[src/design/sdp_ram.sv]
`timescale 1ns/1ps

module sdp_ram #(
    parameter int  DEPTH   = 128,
    parameter type entry_t = logic [31:0],
    localparam int AW      = $clog2(DEPTH)
) (
    input  logic          clk,
    input  logic          we_i,
    input  logic [AW-1:0] waddr_i,
    input  entry_t        wdata_i,
    input  logic [AW-1:0] raddr_i,
    output entry_t        rdata_o
);

    entry_t mem_q [DEPTH];

    // read-before-write on a shared entry
    always_ff @(posedge clk) begin
        if (we_i) begin
            mem_q[waddr_i] <= wdata_i;
        end
        rdata_o <= mem_q[raddr_i];
    end

    a_waddr_known: assert property (
        @(posedge clk) we_i |-> !$isunknown(waddr_i)
    );

endmodule

[config.mk]
export PLATFORM = sky130hd
export DESIGN_NAME = sdp_ram
export DESIGN_NICKNAME = d
export VERILOG_FILES = /design/src/design/sdp_ram.sv
export SDC_FILE = /design/constraint.sdc
export NUM_CORES = 2
export LEC_CHECK = 0
export BUFFER_PORTS_ARGS = -buffer_cell sky130_fd_sc_hd__buf_2
export CELL_PAD_IN_SITES_DETAIL_PLACEMENT = 1
export CELL_PAD_IN_SITES_GLOBAL_PLACEMENT = 2
export CORE_MARGIN = 5
export CORE_UTILIZATION = 40
export CTS_CLUSTER_SIZE = 10
export DETAILED_ROUTE_END_ITERATION = 10
export PLACE_DENSITY = 0.61
export SLEW_MARGIN = 0
export SYNTH_ARGS = -nofsm -noshare
export SYNTH_HDL_FRONTEND = slang
export SYNTH_SLANG_ARGS = --single-unit
[constraint.sdc]
create_clock -name clk -period 8.6 [get_ports clk]
set_clock_uncertainty 0.05 [all_clocks]
set_input_delay 2.15 -clock clk [delete_from_list [all_inputs] [get_ports clk]]
set_output_delay 2.15 -clock clk [all_outputs]
set_load 0.01 [all_outputs]
==> results.md <==
| Item | Value | Unit |
|---|---|---|
| Initial antenna violation count | 75 | - |
| Classification of the worst setup path | input port to flip-flop | - |
| Clock transition at the registers of the reported paths | 0.06 | ns |
| Last weighted congestion value of the routability-driven placer | 0.795 | - |
| RR Startpoint | mem_q[118][18] | - |
| Setup repair after global routing missed its margin | false | - |
| Buffers on Ports | 79 | - |
| I/O pin count | 80 | - |
| Ratio of cells with drive above 1 in the final layout | 0.350 | - |
| Required time of the worst setup path | 9.41 | ns |
| Resized Gates After CTS | 0 | - |
| Routed wire length | 465000 | um |
| Avg Inst Size Synth | 26.1 | um2 |
| Area growth syn-to-layout | 13.9 | % |
| XOR/XNOR share of the synthesized area | 0 | - |
| Number of register bits inferred by synthesis | 4128 | - |
| Cell area power density | 236 | mW/mm2 |
| Clock Tree Buf Depth | 4 | - |
| Dpl ws | 2.32 | ns |
| Mux contribution to synthesized area | 0.196 | - |
| Achievable frequency | 0.190 | GHz |
| Commonest cells after routing, fill and taps aside | sky130_fd_sc_hd__edfxtp_1, sky130_fd_sc_hd__mux4_2, sky130_fd_sc_hd__clkbuf_16 | - |
| Fraction of the mapped netlist area in simple logic gates | 0.00446 | - |
| Sequential share of the synthesized area | 0.791 | - |
| Number of global-route vias before repair | 74.1k | - |
| Cts hold-fix bufs | 0 | - |
| Die X | 635 | um |
| Number of sinks driven by the clock tree | 4128 | - |
| Element type at the critical path end | flip-flop | - |
| Total area of multi-input combinational cells | 0.0323 | mm2 |
| Total of fill cells in the finished design | 34.2k | - |
| Post-CTS setup buffers | 0 | - |
| Warning count from the yosys run | 0 | - |
| Wire length per cell after detailed routing | 39.3 | um |
| Full die area | 0.403 | mm2 |
| Net Count, Synth | 6038 | - |
| Hold path cells | 4 | - |
| Signal arrival time at the worst endpoint | 6.07 | ns |
| Top cells by area in the synthesized netlist | sky130_fd_sc_hd__edfxtp_1, sky130_fd_sc_hd__mux4_2, sky130_fd_sc_hd__clkbuf_1, sky130_fd_sc_hd__dfxtp_1, sky130_fd_sc_hd__nor2_1 | - |
| Overall routing resource usage | 0.228 | - |
| Startpoint type of the worst setup path | input port | - |
| Start point of the worst min-delay path | mem_q[82][15] | - |
| Placed Instance Area | 0.165 | mm2 |
| Final critical delay including setup and external delays | 5.26 | ns |
| NumNets Final | 6494 | - |
| CTS tree | yes | - |
| Number of distinct standard cells referenced by the synthesized netlist | 17 | - |
| Effective utilization at floorplan | 0.402 | - |
| Fin. max-slew vios | 0 | - |
| Site Rows | 229 | - |
| Die Y-Extent | 635 | um |
| DRC violations left | 0 | - |
| Total congestion overflow | 0 | - |
| Final non-filler cell area | 0.178 | mm2 |
| Number of maximum-capacitance constraint violations | 0 | - |
| Pin count of the biggest net entering global routing | 101 | - |
| Hold slack | 1.08 | ns |
| Total power of the final layout | 0.0420 | W |
| Worst path setup slack after routing | 3.34 | ns |
| Complex-gate fraction of the synthesized area | 0 | - |
| Global-route wire length before repair | 637000 | um |
| Number of failing hold endpoints at the final stage | 0 | - |
| Overall via count from detail_route | 71.5k | - |
| Measured slew at the worst slew-check pin | 1.29 | ns |
| HPWL after detailed placement | 261000 | um |
| Total negative slack for setup checks | 0 | ns |
| Worst r2r path cells | 4 | - |
| Drt first pass iters | 5 | - |
| Run status | finished, final reports clean | - |
| Critical Path Source | raddr_i[0] | - |
| H-tree depth | 5 | - |
| Area share of the largest cell type after synthesis | 0.787 | - |
| HP Class | flip-flop to flip-flop | - |
| Area of the placeable core | 0.389 | mm2 |
| CTS buffer count | 461 | - |
| Worst skew pair latency | 0.99 | ns |
| Detail Route Antenna Nets | 0 | - |
| Largest fanout of any net on the critical path | 76 | - |
| LEAKAGE | 53.8 | nW |
| Gate count after technology mapping | 5990 | - |
| Dominant combinational cell family by area after synthesis | multiplexers | - |
| Most common cell after layout, fill and taps aside | sky130_fd_sc_hd__edfxtp_1 | - |
| Mean number of vias per cell | 6.03 | - |
| Mapped cell area | 0.156 | mm2 |
| Yosys top cell by area | sky130_fd_sc_hd__edfxtp_1 | - |
| DRC marker count from the first detailed-route iteration | 8898 | - |
| Worst relative slew slack | 0.141 | - |
| Period utilisation layout | 0.611 | - |
| Fraction of the mapped netlist area in adder cells | 0 | - |
| Sequential cell area | 0.124 | mm2 |
| Clock tree root driver cell | sky130_fd_sc_hd__clkbuf_16 | - |
| Highest ir drop seen on vdd | 0.199 | mV |
| Setup violation total in the final timing report | 0 | - |
## synth_stat cells
cell type,n
sky130_fd_sc_hd__or3_1,1
sky130_fd_sc_hd__nor3_1,9
sky130_fd_sc_hd__clkbuf_1,182
sky130_fd_sc_hd__nand4_1,3
sky130_fd_sc_hd__buf_1,50
sky130_fd_sc_hd__mux2_2,32
sky130_fd_sc_hd__edfxtp_1,4096
sky130_fd_sc_hd__buf_4,3
sky130_fd_sc_hd__nand2_1,14
sky130_fd_sc_hd__nor2b_1,7
sky130_fd_sc_hd__dfxtp_1,32
sky130_fd_sc_hd__buf_2,79
sky130_fd_sc_hd__mux4_2,1344
sky130_fd_sc_hd__nor2_1,122
sky130_fd_sc_hd__nand2b_1,2
sky130_fd_sc_hd__nand3_1,12
sky130_fd_sc_hd__buf_6,2
## logic make-up (layout without fill, tap and decap cells)
logic type,Yosys count,after routing
and+or+nand+nor,170,170
DFF,4128,4128
other,0,32
buffers and inverters,316,944
muxes,1376,1376
## area by class of cell
| class | count | area share |
|---|---|---|
| flip-flops and latches | 4128 | 0.695 |
| multi-input cells | 1546 | 0.181 |
| clock buffers | 598 | 0.0684 |
| well taps | 5197 | 0.0365 |
| repair buffers | 309 | 0.0152 |
| clock inverters | 37 | 0.00310 |
| diodes | 32 | 0.000450 |
## worst max-delay path, cell delays in order
cell                     delay (ns)
sky130_fd_sc_hd__buf_12        0.40
sky130_fd_sc_hd__buf_12        0.36
sky130_fd_sc_hd__buf_12        0.38
sky130_fd_sc_hd__mux4_2        0.61
sky130_fd_sc_hd__mux4_2        0.67
sky130_fd_sc_hd__mux4_2        0.69
sky130_fd_sc_hd__mux2_2        0.34
## registers in the layout (all words and copies together), names as in the netlist
| name | count |
|---|---|
| mem_q | 4096 |
| rdata_o | 32 |
## through the flow
step,utilization,std cells
finish,0.457,11800
global route,0.457,11800
CTS,0.457,11800
detailed placement,0.424,11200
global placement,0.424,11200
floorplan,-,5990
## path summary, 6_finish.rpt
path	slack, ns	to
worst max-delay path	3.34	rdata_o[18]
worst min-delay path	1.08	rdata_o[15]
worst max register to register	5.77	rdata_o[18]
worst min register to register	1.08	rdata_o[15]
## layer usage
metal	track usage	vias up	wire, um
li1	-	27200	-
met1	0.326	40700	194000
met2	0.361	2989	223000
met3	0.0443	599	35700
met4	0.0593	12	12500
met5	0	-	62
## where the power goes
part	total, W	switching (W)	internal, W
clock	0.0174	0.00760	0.00983
combinational	0.00225	0.00144	0.000809
sequential	0.0223	0.0000994	0.0222
Note: power is estimated with default switching activity, not from simulation.
